## src/source/adxlPkg.sv

```systemverilog
`default_nettype none

package adxlPkg;

    // ************************************************************************
    // SPI instruction codes and the ADXL362 register map
    // ************************************************************************

    localparam logic [7:0] INSTR_WRITE     = 8'h0A;  // register write instruction.
    localparam logic [7:0] INSTR_READ      = 8'h0B;  // register read instruction.

    localparam logic [7:0] ADDR_SOFT_RESET = 8'h1F;  // soft reset register.
    localparam logic [7:0] ADDR_POWER_CTL  = 8'h2D;  // power control register.
    localparam logic [7:0] ADDR_FILTER_CTL = 8'h2C;  // filter control register.
    localparam logic [7:0] ADDR_XDATA      = 8'h08;  // 8-bit x axis data.
    localparam logic [7:0] ADDR_YDATA      = 8'h09;  // 8-bit y axis data.
    localparam logic [7:0] ADDR_ZDATA      = 8'h0A;  // 8-bit z axis data.
    localparam logic [7:0] ADDR_TEMP_L     = 8'h14;  // temperature low byte.
    localparam logic [7:0] ADDR_TEMP_H     = 8'h15;  // temperature high nibble lives here.

    localparam logic [7:0] VAL_SOFT_RESET  = 8'h52;  // the key that triggers a soft reset.
    localparam logic [7:0] VAL_POWER_CTL   = 8'h02;  // measurement mode.
    localparam logic [7:0] VAL_FILTER_CTL  = 8'h14;  // range and output data rate.
    localparam logic [7:0] DUMMY_BYTE      = 8'hFF;  // sent in the data slot of a read.

    // ************************************************************************
    // SPI timing
    // ************************************************************************

    localparam int SCLK_HALF     = 4;  // clk cycles per half SCLK period.
    localparam int BYTES_PER_CMD = 3;  // instruction, address and data byte.

    // one SPI transaction as it goes out on the wire, instruction first.
    typedef struct packed {
        logic [7:0] instruction;
        logic [7:0] address;
        logic [7:0] data;
    } spiCommand;

    // one complete sample as published once per read loop.
    typedef struct packed {
        logic [7:0]  dataX;
        logic [7:0]  dataY;
        logic [7:0]  dataZ;
        logic [11:0] dataT;
    } accelSample;

endpackage

`default_nettype wire

```

## src/source/spiShifter.sv

```systemverilog
`timescale 1ns/1ps
`default_nettype none

module spiShifter (
    input  logic       clk,
    input  logic       reset,
    input  logic       i_byteStart,
    input  logic [7:0] i_byteOut,
    output logic       o_byteDone,
    output logic [7:0] o_byteIn,
    output logic       o_spiClk,
    output logic       o_spiMosi,
    input  logic       i_spiMiso
);
    import adxlPkg::*;

    localparam int DIV_W  = $clog2(SCLK_HALF);  // width of the half period divider.
    localparam int HALVES = 16;                 // eight SCLK periods make one byte.

    logic [DIV_W-1:0] divCnt;   // clk cycles within the current half period.
    logic [3:0]       halfCnt;  // half periods done so far in this byte.
    logic             busy;     // a byte is on the wire.
    logic [7:0]       shiftReg; // MOSI leaves at the top while MISO enters at the bottom.
    logic             halfTick; // the current half period ends in this cycle.

    assign halfTick = busy && (divCnt == DIV_W'(SCLK_HALF - 1));
    assign o_byteIn = shiftReg; // holds the received byte once o_byteDone pulses.

    // ************************************************************************
    // clock divider and SCLK / MOSI generation
    // ************************************************************************

    always_ff @(posedge clk or posedge reset) begin
        if (reset) begin
            busy       <= 1'b0;
            divCnt     <= '0;
            halfCnt    <= '0;
            o_spiClk   <= 1'b0;  // mode 0 idles low.
            o_spiMosi  <= 1'b0;
            o_byteDone <= 1'b0;
        end else begin
            o_byteDone <= 1'b0;  // a single cycle pulse by default.
            if (i_byteStart) begin
                busy      <= 1'b1;
                divCnt    <= DIV_W'(1);     // the start cycle counts as the first one.
                halfCnt   <= '0;
                o_spiMosi <= i_byteOut[7];  // msb is set up before the first rise.
            end else if (busy) begin
                if (halfTick) begin
                    divCnt   <= '0;
                    halfCnt  <= halfCnt + 1'b1;
                    o_spiClk <= ~o_spiClk;
                    if (o_spiClk && (halfCnt != 4'(HALVES - 1))) begin
                        o_spiMosi <= shiftReg[7];  // next bit goes out on the falling edge.
                    end
                    if (halfCnt == 4'(HALVES - 1)) begin
                        busy       <= 1'b0;  // the last falling edge closes the byte.
                        o_byteDone <= 1'b1;
                    end
                end else begin
                    divCnt <= divCnt + 1'b1;
                end
            end
        end
    end

    // the shift register loads each new byte and takes in MISO one bit per rise.
    always_ff @(posedge clk) begin
        if (i_byteStart) begin
            shiftReg <= i_byteOut;
        end else if (halfTick && !o_spiClk) begin
            shiftReg <= {shiftReg[6:0], i_spiMiso};  // sample MISO on the rising edge.
        end
    end

endmodule

`default_nettype wire

```

## src/source/spiTransaction.sv

```systemverilog
`timescale 1ns/1ps
`default_nettype none

module spiTransaction (
    input  logic              clk,
    input  logic              reset,
    input  adxlPkg::spiCommand i_cmd,
    input  logic              i_cmdValid,
    output logic              o_cmdReady,
    output logic              o_done,
    output logic [7:0]        o_readData,
    output logic              o_spiCsLow,
    output logic              o_spiClk,
    output logic              o_spiMosi,
    input  logic              i_spiMiso
);
    import adxlPkg::*;

    localparam int DIV_W = $clog2(SCLK_HALF);
    localparam int CNT_W = $clog2(BYTES_PER_CMD);

    typedef enum logic [2:0] {
        ST_IDLE,   // waiting for a command.
        ST_SETUP,  // chip select active before the first SCLK.
        ST_BYTE,   // bytes going out back to back.
        ST_HOLD,   // chip select held after the last SCLK.
        ST_GAP     // chip select high before the next command.
    } txState;

    txState           state;
    logic [DIV_W-1:0] waitCnt;    // cycles spent in setup, hold or gap.
    logic [CNT_W-1:0] byteCnt;    // index of the byte on the wire.
    spiCommand        cmdReg;     // the accepted command.
    logic             accept;     // valid and ready meet in this cycle.
    logic             waitDone;   // the current wait period ends in this cycle.
    logic             lastByte;   // the byte on the wire is the data slot.
    logic             byteStart;
    logic             byteDone;
    logic [7:0]       byteOut;
    logic [7:0]       byteIn;

    assign o_cmdReady = (state == ST_IDLE);
    assign accept     = i_cmdValid && o_cmdReady;
    assign waitDone   = (waitCnt == DIV_W'(SCLK_HALF - 1));
    assign lastByte   = (byteCnt == CNT_W'(BYTES_PER_CMD - 1));

    // byte counter and start pulse change on the same edge so the mux is ready in time.
    always_comb begin
        if (byteCnt == '0) begin
            byteOut = cmdReg.instruction;
        end else if (lastByte) begin
            byteOut = cmdReg.data;
        end else begin
            byteOut = cmdReg.address;
        end
    end

    // ************************************************************************
    // transaction state machine
    // ************************************************************************

    always_ff @(posedge clk or posedge reset) begin
        if (reset) begin
            state      <= ST_IDLE;
            waitCnt    <= '0;
            byteCnt    <= '0;
            byteStart  <= 1'b0;
            o_done     <= 1'b0;
            o_spiCsLow <= 1'b0;
        end else begin
            byteStart <= 1'b0;
            o_done    <= 1'b0;
            case (state)
                ST_IDLE: begin
                    if (accept) begin
                        state      <= ST_SETUP;
                        waitCnt    <= '0;
                        byteCnt    <= '0;
                        o_spiCsLow <= 1'b1;  // select the chip right after acceptance.
                    end
                end
                ST_SETUP: begin
                    if (waitDone) begin
                        state     <= ST_BYTE;
                        byteStart <= 1'b1;
                    end else begin
                        waitCnt <= waitCnt + 1'b1;
                    end
                end
                ST_BYTE: begin
                    if (byteDone && lastByte) begin
                        state   <= ST_HOLD;
                        waitCnt <= DIV_W'(1);  // the byteDone cycle counts toward the hold.
                    end else if (byteDone) begin
                        byteCnt   <= byteCnt + 1'b1;
                        byteStart <= 1'b1;
                    end
                end
                ST_HOLD: begin
                    if (waitDone) begin
                        state      <= ST_GAP;
                        waitCnt    <= '0;
                        o_spiCsLow <= 1'b0;
                        o_done     <= 1'b1;  // done lines up with the release.
                    end else begin
                        waitCnt <= waitCnt + 1'b1;
                    end
                end
                default: begin
                    if (waitDone) begin
                        state <= ST_IDLE;  // the minimum chip select high time has passed.
                    end else begin
                        waitCnt <= waitCnt + 1'b1;
                    end
                end
            endcase
        end
    end

    always_ff @(posedge clk) begin
        if (accept) begin
            cmdReg <= i_cmd;
        end
        if ((state == ST_BYTE) && byteDone && lastByte) begin
            o_readData <= byteIn;  // only the data slot carries register contents.
        end
    end

    spiShifter shifter0 (
        .clk        (clk),
        .reset      (reset),
        .i_byteStart(byteStart),
        .i_byteOut  (byteOut),
        .o_byteDone (byteDone),
        .o_byteIn   (byteIn),
        .o_spiClk   (o_spiClk),
        .o_spiMosi  (o_spiMosi),
        .i_spiMiso  (i_spiMiso)
    );

endmodule

`default_nettype wire

```

## src/source/adxlSequencer.sv

```systemverilog
`timescale 1ns/1ps
`default_nettype none

module adxlSequencer (
    input  logic               clk,
    input  logic               reset,
    input  logic               i_enable,
    output adxlPkg::spiCommand  o_cmd,
    output logic               o_cmdValid,
    input  logic               i_cmdReady,
    input  logic               i_done,
    input  logic [7:0]         i_readData,
    output adxlPkg::accelSample o_sample,
    output logic               o_sampleValid
);
    import adxlPkg::*;

    typedef enum logic [3:0] {
        SQ_IDLE,
        SQ_SOFT_RESET,
        SQ_POWER_CTL,
        SQ_FILTER_CTL,
        SQ_READ_X,
        SQ_READ_Y,
        SQ_READ_Z,
        SQ_READ_TL,
        SQ_READ_TH
    } seqState;

    seqState    state;
    seqState    nextState;  // where i_done takes the sequencer.
    logic       pending;    // a command was accepted and its done is outstanding.
    logic       isCommand;  // the current state issues a transaction.
    accelSample shadow;     // collects one loop of read results.

    assign isCommand = (state != SQ_IDLE);

    // ************************************************************************
    // command selection and next state
    // ************************************************************************

    always_comb begin
        o_cmd.instruction = INSTR_READ;  // reads are the common case.
        o_cmd.address     = ADDR_XDATA;
        o_cmd.data        = DUMMY_BYTE;
        nextState         = state;
        case (state)
            SQ_SOFT_RESET: begin
                o_cmd.instruction = INSTR_WRITE;
                o_cmd.address     = ADDR_SOFT_RESET;
                o_cmd.data        = VAL_SOFT_RESET;
                nextState         = SQ_POWER_CTL;
            end
            SQ_POWER_CTL: begin
                o_cmd.instruction = INSTR_WRITE;
                o_cmd.address     = ADDR_POWER_CTL;
                o_cmd.data        = VAL_POWER_CTL;
                nextState         = SQ_FILTER_CTL;
            end
            SQ_FILTER_CTL: begin
                o_cmd.instruction = INSTR_WRITE;
                o_cmd.address     = ADDR_FILTER_CTL;
                o_cmd.data        = VAL_FILTER_CTL;
                nextState         = SQ_READ_X;  // start-up is over.
            end
            SQ_READ_X:  nextState = SQ_READ_Y;
            SQ_READ_Y: begin
                o_cmd.address = ADDR_YDATA;
                nextState     = SQ_READ_Z;
            end
            SQ_READ_Z: begin
                o_cmd.address = ADDR_ZDATA;
                nextState     = SQ_READ_TL;
            end
            SQ_READ_TL: begin
                o_cmd.address = ADDR_TEMP_L;
                nextState     = SQ_READ_TH;
            end
            SQ_READ_TH: begin
                o_cmd.address = ADDR_TEMP_H;
                nextState     = SQ_READ_X;  // loop forever over the data registers.
            end
            default: nextState = SQ_IDLE;  // idle leaves through i_enable below.
        endcase
    end

    // ************************************************************************
    // handshake and state register
    // ************************************************************************

    always_ff @(posedge clk or posedge reset) begin
        if (reset) begin
            state      <= SQ_IDLE;
            pending    <= 1'b0;
            o_cmdValid <= 1'b0;
        end else begin
            if (state == SQ_IDLE) begin
                if (i_enable) begin
                    state <= SQ_SOFT_RESET;
                end
            end else if (i_done) begin
                state   <= nextState;
                pending <= 1'b0;  // the next command may be raised a cycle later.
            end
            if (o_cmdValid && i_cmdReady) begin
                o_cmdValid <= 1'b0;
                pending    <= 1'b1;
            end else if (isCommand && !pending && !o_cmdValid && i_enable) begin
                o_cmdValid <= 1'b1;  // held until the engine accepts it.
            end
        end
    end

    // ************************************************************************
    // sample assembly
    // ************************************************************************

    always_ff @(posedge clk) begin
        if (i_done) begin
            case (state)
                SQ_READ_X:  shadow.dataX <= i_readData;
                SQ_READ_Y:  shadow.dataY <= i_readData;
                SQ_READ_Z:  shadow.dataZ <= i_readData;
                SQ_READ_TL: shadow.dataT <= {4'h0, i_readData};
                default: ;
            endcase
        end
    end

    always_ff @(posedge clk or posedge reset) begin
        if (reset) begin
            o_sample      <= '0;
            o_sampleValid <= 1'b0;
        end else begin
            o_sampleValid <= 1'b0;
            if (i_done && (state == SQ_READ_TH)) begin
                o_sample.dataX <= shadow.dataX;  // all fields come from the same loop.
                o_sample.dataY <= shadow.dataY;
                o_sample.dataZ <= shadow.dataZ;
                o_sample.dataT <= {i_readData[3:0], shadow.dataT[7:0]};
                o_sampleValid  <= 1'b1;
            end
        end
    end

endmodule

`default_nettype wire

```

## src/source/adxlTop.sv

```systemverilog
`timescale 1ns/1ps
`default_nettype none

module adxlTop (
    input  logic               clk,
    input  logic               reset,
    input  logic               i_enable,
    input  logic               i_spiMiso,
    output logic               o_spiClk,
    output logic               o_spiMosi,
    output logic               o_spiCsLow,
    output adxlPkg::accelSample o_sample,
    output logic               o_sampleValid
);
    import adxlPkg::*;

    spiCommand  cmd;       // the command the sequencer offers.
    logic       cmdValid;
    logic       cmdReady;
    logic       done;      // end of one chip select period.
    logic [7:0] readData;  // data slot of the last transaction.

    adxlSequencer sequencer0 (
        .clk          (clk),
        .reset        (reset),
        .i_enable     (i_enable),
        .o_cmd        (cmd),
        .o_cmdValid   (cmdValid),
        .i_cmdReady   (cmdReady),
        .i_done       (done),
        .i_readData   (readData),
        .o_sample     (o_sample),
        .o_sampleValid(o_sampleValid)
    );

    spiTransaction transaction0 (
        .clk       (clk),
        .reset     (reset),
        .i_cmd     (cmd),
        .i_cmdValid(cmdValid),
        .o_cmdReady(cmdReady),
        .o_done    (done),
        .o_readData(readData),
        .o_spiCsLow(o_spiCsLow),
        .o_spiClk  (o_spiClk),
        .o_spiMosi (o_spiMosi),
        .i_spiMiso (i_spiMiso)
    );

endmodule

`default_nettype wire

```

## config.mk

```make
export PLATFORM = sky130hd
export DESIGN_NAME = adxlTop
export DESIGN_NICKNAME = d
export VERILOG_FILES = /design/src/source/adxlPkg.sv /design/src/source/spiShifter.sv /design/src/source/spiTransaction.sv /design/src/source/adxlSequencer.sv /design/src/source/adxlTop.sv
export SDC_FILE = /design/constraint.sdc
export NUM_CORES = 1
export LEC_CHECK = 0
export BUFFER_PORTS_ARGS = -buffer_cell sky130_fd_sc_hd__buf_4
export CAP_MARGIN = 15
export CORE_MARGIN = 3
export CORE_UTILIZATION = 45
export CTS_CLUSTER_SIZE = 40
export DETAILED_ROUTE_END_ITERATION = 10
export PLACE_DENSITY_LB_ADDON = 0.08
export RECOVER_POWER = 50
export SETUP_SLACK_MARGIN = 0.2
export SYNTH_ARGS = -nofsm -noshare
export SYNTH_HDL_FRONTEND = slang
export SYNTH_SLANG_ARGS = --single-unit
```

## constraint.sdc

```tcl
create_clock -name clk -period 7.75 [get_ports clk]
set_clock_uncertainty 0.2 [all_clocks]
set_input_delay 0.3875 -clock clk [delete_from_list [all_inputs] [get_ports clk]]
set_output_delay 0.3875 -clock clk [all_outputs]
set_load 0.01 [all_outputs]
```

# Word-level counts from Yosys, hierarchy flattened
# Cells that the tools add are included.
# totals
output_inout_bits	40
word_cells	160
reg_bits	135
# classes
n_eq_ne	25
addsub	4
muxes	57
n_bitwise	2
reduce_logical	43
# op_table
operator	count
6-bit one-hot mux with 7 select lines	1
8-bit two-way mux	4
4-bit one-hot mux with 7 select lines	1
1-bit two-way mux	25
4-bit two-way mux	6
8-bit one-hot mux with 3 select lines	1
2-bit two-way mux	9
2-bit nonzero test	9
4-bit by 3-bit equality test with 1-bit output, second input constant	4
3-bit two-way mux	5
2-bit AND reduction	7
3-bit one-hot mux with 4 select lines	1
3-bit AND reduction	4
1-bit logical AND	11
4-bit by 2-bit equality test with 1-bit output, second input constant	2
4-bit equality test, second input constant	2
2-bit by 1-bit inequality test with 1-bit output, second input constant	4
2-bit inequality test, second input constant	4
2-bit by 1-bit adder with 2-bit output, second input constant	3
2-bit equality test, second input constant	3
3-bit by 2-bit equality test with 1-bit output, second input constant	2
2-bit one-hot mux with 3 select lines	1
5-bit AND reduction	1
4-bit by 1-bit adder with 4-bit output, second input constant	1
other kinds (16)	20

# Depth between registers and ports, before layout
# Gate-level depths: netlist of the first run.
# logic_depth
depth_word	6
ltp_mapped	7

# Hierarchy
# From an unflattened synthesis of the first run, not the netlist that was laid out.
# hier_totals
hier_cells	362
hier_area_um2	5397.7
# modules_own_cells
mod	instances	cells_each	seq_area_each_um2	area_per_inst_um2
adxlSequencer	1	185	2037.0	2919.0
spiTransaction	1	113	1211.2	1669.1
spiShifter	1	64	490.5	809.5

# Worst setup path after synthesis of the first run
# OpenSTA, ideal clock, no wires.
# synth_timing
path_kind	register to register
start	register transaction0.state[0]
end	register transaction0.cmdReg[10] in the netlist's numbering (enable)
stages_incl_launch_ff	2
required_time_ns	7.127
path_slack_ns	5.176
path_buffers	0
period_less_slack_ns	2.574
arrival_time_ns	1.951
setup_time_ns	0.423
cell_sequence	dfrtp_1 nor4b_1
# synth_between
elab_chain_len	2
# synth_lines
item	line	rtl
start, declared	spiTransaction.sv:30	txState state;
start signal, assigned	spiTransaction.sv:64	state <= ST_IDLE;
start signal, assigned	spiTransaction.sv:76	state <= ST_SETUP;
start signal, assigned	spiTransaction.sv:84	state <= ST_BYTE;
3-bit logical NOT	spiTransaction.sv:42	assign o_cmdReady = (state == ST_IDLE);
1-bit logical AND	spiTransaction.sv:43	assign accept = i_cmdValid && o_cmdReady;
named net transaction0.accept	spiTransaction.sv:34	logic accept;
end signal, assigned	spiTransaction.sv:122	cmdReg <= i_cmd;
end, declared	spiTransaction.sv:33	spiCommand cmdReg;
# The timed path passes the listed nets, and every way through them passes these cells.
# A chain may end at the register's enable or synchronous reset.

==> results by group, run 1 <==
Run status
  • Outcome: complete, but fails checks
  • Failing checks: capacitance limit, slew limit

STA
  • Final slew viol count: 64
  • WHS: 0.245 ns
  • Final period util: 49.5%
  • Setup_tns: 0 ns
  • RSZ-0062 raised after global routing: false
  • Clock period minus worst slack: 3.84 ns
  • Finish-stage setup viols: 0
  • Final Hold Vio Count: 0
  • Worst slew margin: -125%
  • Tightest Pin Transition: 3.37 ns
  • Fmax: 260 MHz

Layout
  • Nets: 388
  • Area delta synth->final: 19.8%
  • Share of post-route cells with drive strength above 1: 28.6%
  • Number of diodes: 0

Synthesis
  • Synth top area share: 35.9%
  • Dominant synthesized flop cell: dfrtp_1
  • Register area share after synthesis: 67.9%
  • Synthesis warning total: 0
  • Post-synth top area cell: edfxtp_1
  • Avg Cell Area, Syn: 15.2 um2
  • Number of synthesized flops with an enable pin: 59
  • Syn_nets: 333
  • Synthesized area: 4930 um2
  • Most area-consuming cells after synthesis: edfxtp_1, dfrtp_1, mux2_4, mux2_2, nor2_1
  • Synth unique cells: 50
  • Fraction of registers with async set/reset: 51.6%
  • Yosys reg bits: 122
  • Cells after Synth: 324

GRT
  • GRT Util Overall: 14.3%
  • Gr ovfl total: 0
  • Vias in the first global route: 2,657
  • Antenna violations before repair: 0
  • Pin count of the biggest net entering global routing: 64
  • First-pass GRT wire length: 13.8 mm

Power and ir drop
  • Int Power: 0.00139 W
  • Seq pwr share: 45.1%
  • Comb pwr share: 12.8%
  • Max VDD drop: 0.223 mV
  • Net Sw Frac: 27.6%
  • P per Cell Area: 324 nW/um2
  • Leak: 2.57 nW
  • NetSw: 0.000529 W
  • Clk network pwr share: 42.0%

CTS
  • Setup repair bufs after CTS: 0
  • Clock root cell: clkbuf_8
  • CTS tree: yes
  • # hold bufs at CTS: 3
  • Reg clk slew, reported paths: 0.06 ns
  • Clk sinks: 122
  • H-Tree Depth: 4
  • Clk buf depth: 2
  • Clk_lat worst skew: 0.51 ns
  • CTS resizes: 0
  • Clock buffer count from CTS: 17

Floorplanning
  • Die area: 12,300 um2
  • Row count: 37
  • Die X: 111 um
  • Top Ports: 44
  • Initial Utilization: 46.9%
  • Die Span Y: 111 um
  • Core area: 10,500 um2

Min path
  • Worst Hold Class: reg -> reg
  • WHS Endpoint: transaction0.o_readData[7]$_DFFE_PP_
  • Worst Hold Depth: 0
  • Hold Crit Start: transaction0.shifter0.o_byteIn[7]$_DFFE_PP_

Run
  • Max-cap viol count: 1

Critical path
  • Critical path data arrival time: 3.49 ns
  • Reg2Reg Capture Point: sequencer0.shadow[32]$_DFFE_PP_
  • WS Path Type: in -> async
  • Critical-path cell list: dlygate4sd3_1 -> clkbuf_4 -> inv_1 -> clkbuf_1
  • Worst-path fanout max: 63
  • Worst r2r path cells: 3
  • Crit path capture type: async pin
  • Worst R2R Setup Slack: 5.41 ns
  • Slowest CP cell: clkbuf_1
  • Crit path required time: 7.40 ns
  • CP startpoint kind: input port
  • Crit-path max cell delay: 2.36 ns
  • R2r startpoint: sequencer0.state[3]$_DFFE_PP0P_

Placed design
  • Post-DP HPWL: 5.34 mm
  • Routability cong.: 0.801
  • Port bufs: 43

Drt
  • TritonRoute pass-1 iters: 4
  • Drt via density: 5.01
  • Detailed Route Iter0 Violations: 200
  • DRT Wirelength: 8.16 mm
  • DRT antenna net count: 0
  • Post-DR wirelength/cell: 15.4 um
  • Residual DRC: 0
  • Vias: 2,646
-- synthesized netlist by cell type (4+ instances only) --
cell type  instances
o22ai_1            5
nor2_1            21
a31oi_1            4
a21oi_1            7
edfxtp_1          59
ha_1               5
mux2i_1            4
inv_1             17
mux2_2            11
nand2_1           20
o21ai_0           12
nand3_1            4
nor3_1             4
dfrtp_1           63
nand2b_1           5
mux2_4            29
-- cells by family after synthesis --
group                    synth area share [%]
AND/OR/NAND/NOR                          7.99
multiplexers                             12.4
XOR/XNOR                                0.888
adder cells (fa/ha/maj)                  1.27
flip-flops                               67.9
buffers and inverters                    3.85
AO/OA/AOI/OAI                            5.76
-- placed cells by master, fill, tap and decap left out, types with 2 or more instances in the layout --
cell type	count
xor2_1	3
dfrtp_1	63
o22ai_1	5
a21oi_1	7
nand2b_1	5
nor3_1	4
and3_1	2
o31ai_1	3
a32o_1	3
clkbuf_4	2
ha_1	5
and2_0	2
mux2i_1	4
mux2_2	11
nor2_1	21
clkbuf_16	16
buf_4	33
a21o_1	3
dlygate4sd3_1	3
a31oi_1	4
nand4_1	2
inv_6	6
inv_1	17
clkbuf_1	12
o21ai_0	12
bufinv_16	3
edfxtp_1	59
xnor2_1	2
clkinvlp_4	3
nand3_1	4
nor2b_1	3
nand2_1	20
mux2_4	29
-- final cells by class --
type | instances | area [um2]
fillers | 870 | 4600
flip-flops and latches | 122 | 3350
multi-input cells | 172 | 1390
clock buffers | 18 | 418
repair buffers | 49 | 334
clock inverters | 14 | 185
well taps | 136 | 170
inverters | 17 | 63.8
-- sequential cells by signal (all words and copies together) (netlist names) --
| signal | count |
|---|---|
| transaction0.o_readData | 8 |
| sequencer0.state | 4 |
| transaction0.o_done | 1 |
| sequencer0.o_sample | 36 |
| transaction0.shifter0.o_byteDone | 1 |
| transaction0.state | 3 |
| transaction0.byteStart | 1 |
| transaction0.waitCnt | 2 |
| transaction0.byteCnt | 2 |
| transaction0.cmdReg | 11 |
| sequencer0.shadow | 32 |
| transaction0.shifter0.halfCnt | 4 |
| transaction0.shifter0.o_spiClk | 1 |
| transaction0.shifter0.o_byteIn | 8 |
| transaction0.shifter0.busy | 1 |
| sequencer0.pending | 1 |
| transaction0.o_spiCsLow | 1 |
| transaction0.shifter0.divCnt | 2 |
| sequencer0.o_cmdValid | 1 |
| sequencer0.o_sampleValid | 1 |
| transaction0.shifter0.o_spiMosi | 1 |
-- per-stage QoR --
step,util (%),instance area [um2],worst slack [ns],instances,total power (W)
after global placement,50.6,5320,5.34,492,0.00113
after floorplan,-,4930,5.18,324,0.00106
after CTS,56.7,5950,5.26,527,0.00194
after global routing,56.3,5910,3.14,528,0.00202
after detailed placement,50.6,5320,5.29,492,0.00113
final,56.3,5910,3.91,528,0.00192
-- worst max-delay path, delay by kind of cell --
kind,cells,cell delay [ns]
buffers and inverters,4,3.06
-- worst max path at each step --
stage | endpoint | startpoint | cells after the start | slack [ns]
3_3_place_gp | sequencer0.shadow[19]$_DFFE_PP_ | sequencer0.state[1]$_DFFE_PP0P_ | 2 | 5.34
3_5_place_dp | sequencer0.shadow[18]$_DFFE_PP_ | sequencer0.state[1]$_DFFE_PP0P_ | 2 | 5.29
4_1_cts | sequencer0.shadow[15]$_DFFE_PP_ | sequencer0.state[1]$_DFFE_PP0P_ | 2 | 5.26
5_1_grt | sequencer0.o_sample[35]$_DFFE_PP0P_ | reset | 4 | 3.14
2_1_floorplan | transaction0.cmdReg[10]$_DFFE_PP_ | transaction0.state[0]$_DFFE_PP0P_ | 1 | 5.18
6_report | sequencer0.o_sample[35]$_DFFE_PP0P_ | reset | 4 | 3.91
-- routing by layer --
| metal | global-route usage, % | share of wire (%) |
|---|---|---|
| met3 | 4.59 | 3.8 |
| met5 | 0 | 0 |
| met1 | 19.5 | 49 |
| met4 | 5.67 | 1.0 |
| met2 | 21.2 | 46 |
-- power groups by stage --
stage / combinational [W] / sequential, W / clock [W]
2_1_floorplan: 0.000231 / 0.000833 / 0
3_3_place_gp: 0.000250 / 0.000876 / 0
3_5_place_dp: 0.000253 / 0.000879 / 0
4_1_cts: 0.000255 / 0.000866 / 0.000823
5_1_grt: 0.000285 / 0.000880 / 0.000852
6_report: 0.000246 / 0.000865 / 0.000805
No activity file was read; power rests on OpenSTA's default activity.
==> run 2, diff against run 1 <==
==> constraint.sdc (replaced) <==
create_clock -name clk -period 3.1 [get_ports clk]
set_clock_uncertainty 0.2 [all_clocks]
set_input_delay 0.155 -clock clk [delete_from_list [all_inputs] [get_ports clk]]
set_output_delay 0.155 -clock clk [all_outputs]
set_load 0.01 [all_outputs]
==> run 2 against run 1 <==
Effect of this change: the flow now finishes without violations; hold slack improved by 0.012 ns; final cell count rose by 0.38%; clock-buffer cell count unchanged; global-route usage increased by 1.0 points; sequential share of layout area grew 0.83 points; sequential cell count unchanged; utilization shrank 0.81 points; non-clock buffer count grew 2; largest power group unchanged.
==> results by group, run 2 (synthesis results as in run 1) <==
Run status
  • Outcome: finished, final reports clean

Min path
  • WHS Endpoint: transaction0.o_readData[5]$_DFFE_PP_
  • Worst Hold Depth: 0
  • Worst Hold Class: reg -> reg
  • Hold Crit Start: transaction0.shifter0.o_byteIn[5]$_DFFE_PP_

Layout
  • Area delta synth->final: 18.1%
  • Share of post-route cells with drive strength above 1: 22.3%
  • Most frequent cells in the layout: dfrtp_1, edfxtp_1, clkbuf_1
  • Final core utilization: 55.4%
  • Layout fillers: 874
  • Regs by FF count: sequencer0.o_sample: 36 flops, sequencer0.shadow: 32 flops, transaction0.cmdReg: 11 flops
  • Nets: 390
  • Max FFs per register: 36
  • Most flops, register: sequencer0.o_sample
  • Post-route cell area: 5830 um2
  • Commonest non-fill, non-tap cell in the layout: dfrtp_1
  • Number of diodes: 0

GRT
  • Vias in the first global route: 2,763
  • GRT Util Overall: 15.3%
  • First-pass GRT wire length: 14.5 mm
  • Pin count of the biggest net entering global routing: 38
  • Gr ovfl total: 0
  • Antenna violations before repair: 0

Run
  • Max-cap viol count: 0

Floorplanning
  • Die Span Y: 111 um
  • Initial Utilization: 46.9%
  • Top Ports: 44
  • Core area: 10,500 um2
  • Die area: 12,300 um2
  • Die X: 111 um
  • Row count: 37

STA
  • RSZ-0062 raised after global routing: false
  • Final Hold Vio Count: 0
  • Setup_tns: 0 ns
  • Finish-stage setup viols: 0
  • Fmax: 464 MHz
  • Tightest Pin Transition: 1.21 ns
  • Worst slew margin: 19.2%
  • Clock period minus worst slack: 2.15 ns
  • Final slew viol count: 0
  • Final setup margin: 0.945 ns
  • Final period util: 69.5%

Drt
  • Vias: 2,688
  • DRT antenna net count: 0
  • Drt via density: 5.07
  • Post-DR wirelength/cell: 16.3 um
  • DRT Wirelength: 8.62 mm
  • TritonRoute pass-1 iters: 4
  • Detailed Route Iter0 Violations: 161
  • Residual DRC: 0

Critical path
  • Reg2Reg Capture Point: sequencer0.shadow[22]$_DFFE_PP_
  • Worst Path Buf+Inv: 0
  • Slowest CP cell: dfrtp_1
  • Critical path data arrival time: 2.10 ns
  • Crit path capture type: flop
  • Worst-path fanout max: 18
  • Top Family by Delay on Critical Path: simple AND/OR/NAND/NOR gates
  • Critical-path cell list: nand2b_1 -> nor2_1
  • Worst r2r path cells: 2
  • Crit-path max cell delay: 0.72 ns
  • R2r startpoint: sequencer0.state[0]$_DFFE_PP0P_
  • Worst R2R Setup Slack: 0.95 ns
  • Crit path required time: 3.04 ns
  • WS Path Type: reg -> reg
  • CP startpoint kind: flop

Placed design
  • Post-DP HPWL: 5.70 mm
  • Dpl cell area: 5340 um2
  • Setup WS pre-CTS: 0.954 ns
  • Port bufs: 43
  • Routability cong.: 0.819

CTS
  • CTS tree: yes
  • Setup repair bufs after CTS: 0
  • Clock buffer count from CTS: 17
  • Clk sinks: 122
  • Clock root cell: clkbuf_8
  • Clk_lat worst skew: 0.52 ns
  • Reg clk slew, reported paths: 0.06 ns
  • H-Tree Depth: 4
  • Clk buf depth: 2
  • CTS resizes: 0

Power and ir drop
  • Max VDD drop: 0.419 mV
  • P per Cell Area: 822 nW/um2
  • Leak: 2.47 nW
## run 2: stage by stage
stage          hold slack, ns  total power (W)  cells
3_3_place_gp            0.115          0.00282    495
5_1_grt                 0.270          0.00504    530
2_1_floorplan           0.121          0.00266    324
4_1_cts                 0.112          0.00486    530
6_report                0.257          0.00479    530
3_5_place_dp            0.111          0.00284    495
## run 2: where the power goes
group,internal (W),switching (W)
sequential,0.00194,0.000233
clock,0.00131,0.000686
combinational,0.000287,0.000335
## run 2: routing by layer
| metal | vias up | part of all wire, % | global-route usage (%) |
|---|---|---|---|
| li1 | 1285 | - | - |
| met2 | 62 | 48 | 23.1 |
| met1 | 1324 | 46 | 19.7 |
| met3 | 17 | 3.8 | 5.02 |
| met5 | - | 0 | 0 |
| met4 | 0 | 2.5 | 7.88 |
## run 2: how the worst max path moves through the flow
stage                                      start                                end  slack (ns)  depth (start not counted)
6_report         sequencer0.state[0]$_DFFE_PP0P_    sequencer0.shadow[22]$_DFFE_PP_        0.95                          2
5_1_grt          sequencer0.state[0]$_DFFE_PP0P_     sequencer0.shadow[4]$_DFFE_PP_        0.77                          2
3_5_place_dp     sequencer0.state[0]$_DFFE_PP0P_    sequencer0.shadow[23]$_DFFE_PP_        0.95                          2
2_1_floorplan  transaction0.state[0]$_DFFE_PP0P_  transaction0.cmdReg[10]$_DFFE_PP_        0.53                          1
3_3_place_gp     sequencer0.state[0]$_DFFE_PP0P_    sequencer0.shadow[23]$_DFFE_PP_        0.99                          2
4_1_cts          sequencer0.state[0]$_DFFE_PP0P_    sequencer0.shadow[22]$_DFFE_PP_        0.88                          2
## run 2: what timing repair did
action	in CTS	in global routing
endpoints found under the setup margin	0	0
endpoints found under the hold margin	32	0
hold buffers	3	0
## run 2: area by class of cell
| cell class | count | area, um2 | share of cell area, % |
|---|---|---|---|
| Tap cell | 136 | 170 | 2.92 |
| Clock inverter | 14 | 178 | 3.05 |
| Sequential cell | 122 | 3350 | 57.5 |
| Multi-Input combinational cell | 172 | 1400 | 24.0 |
| Inverter | 17 | 63.8 | 1.10 |
| Clock buffer | 18 | 428 | 7.34 |
| Timing Repair Buffer | 51 | 238 | 4.08 |
==> run 3, diff against run 2 <==
--- a/config.mk
+++ b/config.mk
@@ -5,6 +5,7 @@
 export SDC_FILE = /design/constraint.sdc
 export NUM_CORES = 1
 export LEC_CHECK = 0
+export ABC_AREA = 1
 export BUFFER_PORTS_ARGS = -buffer_cell sky130_fd_sc_hd__buf_4
 export CAP_MARGIN = 15
 export CORE_MARGIN = 3
==> constraint.sdc (replaced) <==
create_clock -name clk -period 2.2 [get_ports clk]
set_clock_uncertainty 0.2 [all_clocks]
set_input_delay 0.11 -clock clk [delete_from_list [all_inputs] [get_ports clk]]
set_output_delay 0.11 -clock clk [all_outputs]
set_load 0.01 [all_outputs]
==> run 3 against run 2 <==
Effect of this change: fmax rose by 18%; utilization rose by 0.58 points; via count up 17%; non-clock buffer count up 5; largest power group unchanged; combinational power rose by 70%; clock-buffer cell count up 8; largest cell class unchanged; die area fell by 2.9%; sequential cell count is the same; synthesized area shrank 3.0%; setup slack worse by 0.57 ns; first-iteration DRC count decreased by 3.1%; total power increased by 40%.
==> results by group, run 3 <==
Run status
  • Outcome: finished, final reports clean

GRT
  • GRT Util Overall: 17.5%
  • Pin count of the biggest net entering global routing: 38
  • Vias in the first global route: 3,048
  • First-pass GRT wire length: 15.3 mm
  • Gr ovfl total: 0
  • Antenna violations before repair: 0

Critical path
  • Worst R2R Setup Slack: 0.37 ns
  • Slowest CP cell: dfrtp_1
  • Worst-path fanout max: 12
  • Worst Path Buf+Inv: 2
  • Crit-path max cell delay: 0.39 ns
  • R2r startpoint: transaction0.state[2]$_DFFE_PP0P_
  • WS Path Type: reg -> reg
  • CP startpoint kind: flop
  • Critical path data arrival time: 1.79 ns
  • Top Family by Delay on Critical Path: buffers and inverters
  • Crit path capture type: flop
  • Critical-path cell list: inv_1 -> nand2_1 -> nor2_1 -> nand2_1 -> inv_1
  • Crit path required time: 2.16 ns
  • Worst r2r path cells: 5
  • Setup crit start: transaction0.state[2]$_DFFE_PP0P_
  • Reg2Reg Capture Point: transaction0.cmdReg[4]$_DFFE_PP_

Drt
  • Drt via density: 4.88
  • Vias: 3,156
  • M1 WL: 4.08 mm
  • Residual DRC: 0
  • WL met3: 406 um
  • Max Used Layer: met4
  • DRT Wirelength: 9.13 mm
  • Detailed Route Iter0 Violations: 156
  • DRT antenna net count: 0
  • Post-DR wirelength/cell: 14.1 um
  • Met2 WL post-DR: 4.59 mm
  • TritonRoute pass-1 iters: 4

STA
  • Worst slew margin: 16.5%
  • Tightest Pin Transition: 1.25 ns
  • RSZ-0062 raised after global routing: false
  • WHS: 0.226 ns
  • Fmax: 547 MHz
  • Final slew viol count: 0
  • Setup_tns: 0 ns
  • Final Hold Vio Count: 0
  • Finish-stage setup viols: 0
  • Final period util: 83.1%
  • Clock period minus worst slack: 1.83 ns

Synthesis
  • Count leader, synth: nand2_1
  • Avg Cell Area, Syn: 10.9 um2
  • Synthesis warning total: 0
  • Dominant synthesized flop cell: dfrtp_1
  • Cells after Synth: 438
  • Synthesized area: 4780 um2
  • Synth top area share: 37.0%
  • Register area share after synthesis: 70.0%
  • Post-synth top area cell: edfxtp_1
  • Fraction of registers with async set/reset: 51.6%
  • Number of synthesized flops with an enable pin: 59
  • Most area-consuming cells after synthesis: edfxtp_1, dfrtp_1, nand2_1, o21ai_0, nor2_1
  • Syn_nets: 447
  • Synth unique cells: 29
  • Most instantiated cells after synthesis: nand2_1, dfrtp_1, edfxtp_1
  • Yosys reg bits: 122

CTS
  • Clk sinks: 122
  • # hold bufs at CTS: 3
  • Clock root cell: clkbuf_8
  • Setup repair bufs after CTS: 0
  • Clock buffer count from CTS: 17
  • Clk buf depth: 2
  • H-Tree Depth: 4
  • CTS resizes: 0
  • CTS tree: yes
  • Reg clk slew, reported paths: 0.05 ns
  • Clk_lat worst skew: 0.51 ns

Placed design
  • Routability cong.: 0.807
  • Post-DP HPWL: 6.13 mm
  • Dpl cell area: 5280 um2
  • Port bufs: 43
  • Post-placement cell count: 613

Layout
  • Number of diodes: 0
  • Area delta synth->final: 20.9%
  • Max FFs per register: 36
  • Commonest non-fill, non-tap cell in the layout: nand2_1
  • Nets: 508
  • Share of post-route cells with drive strength above 1: 11.5%
  • Post-route cell area: 5780 um2
  • Layout fillers: 918
  • Regs by FF count: sequencer0.o_sample: 36 flops, sequencer0.shadow: 32 flops, transaction0.cmdReg: 11 flops
  • Fin cells: 647
  • Final core utilization: 56.0%
  • Most flops, register: sequencer0.o_sample
  • Most frequent cells in the layout: nand2_1, dfrtp_1, edfxtp_1

Min path
  • Worst Hold Class: in -> reg
  • Hold Crit Start: i_spiMiso
  • WHS Endpoint: transaction0.shifter0.o_byteIn[0]$_DFFE_PP_
  • Worst Hold Depth: 4

Floorplanning
  • Die X: 109 um
  • Die Span Y: 109 um
  • Row count: 37
  • Top Ports: 44
  • Die area: 11,900 um2
  • Initial Utilization: 46.3%
  • Core area: 10,300 um2

Power and ir drop
  • P per Cell Area: 1160 nW/um2
  • Max VDD drop: 0.641 mV
  • Leak: 2.73 nW

Run
  • Max-cap viol count: 0
[run 3: cell families after synthesis]
group                    after synthesis  synth area share, %
adder cells (fa/ha/maj)                5                 1.31
AND/OR/NAND/NOR                      206                 17.7
XOR/XNOR                               1                0.183
flip-flops                           122                 70.0
AO/OA/AOI/OAI                         60                 6.62
buffers and inverters                 43                 3.98
multiplexers                           1                0.235
[run 3: per-stage QoR]
step	power [W]	worst slack (ns)
2_1_floorplan	0.00374	0.320
3_3_place_gp	0.00405	0.453
3_5_place_dp	0.00406	0.378
4_1_cts	0.00680	0.369
5_1_grt	0.00711	0.226
6_report	0.00670	0.372
[run 3: how the worst max path moves through the flow]
stage	slack (ns)	cells after the start	endpoint
final	0.37	5	transaction0.cmdReg[4]$_DFFE_PP_
after global routing	0.23	5	transaction0.cmdReg[9]$_DFFE_PP_
after CTS	0.37	5	transaction0.cmdReg[12]$_DFFE_PP_
after detailed placement	0.38	5	transaction0.cmdReg[12]$_DFFE_PP_
after global placement	0.45	5	transaction0.cmdReg[1]$_DFFE_PP_
after floorplan	0.32	1	sequencer0.o_cmdValid$_DFFE_PP0P_
[run 3: power breakdown]
| part | internal [W] | switching (W) | leakage, nW | total (W) |
|---|---|---|---|---|
| sequential | 0.00273 | 0.000213 | 1.37 | 0.00295 |
| combinational | 0.000371 | 0.000692 | 1.06 | 0.00106 |
| clock | 0.00177 | 0.000919 | 0.293 | 0.00269 |
| total | 0.00488 | 0.00182 | 2.73 | 0.00670 |
[run 3: area by class of cell]
cell class / instances / area, um2 / share of cell area (%)
tap: 136 / 170 / 2.94
inverter: 29 / 109 / 1.88
timing repair buffer: 56 / 320 / 5.54
sequential: 122 / 3350 / 57.9
clock inverter: 5 / 52.6 / 0.909
clock buffer: 26 / 541 / 9.34
multi-input combinational: 273 / 1240 / 21.5
[run 3: worst min-delay path: cells and delay by family]
kind / cells / cell delay [ns]
compound gates: 1 / 0.06
simple gates: 1 / 0.04
buf+inv: 2 / 0.62
[run 3: layer usage]
layer	track usage, %	vias up
met5	0	-
met4	7.84	0
met3	5.39	5
met2	28.7	50
met1	21.2	1526
li1	-	1575
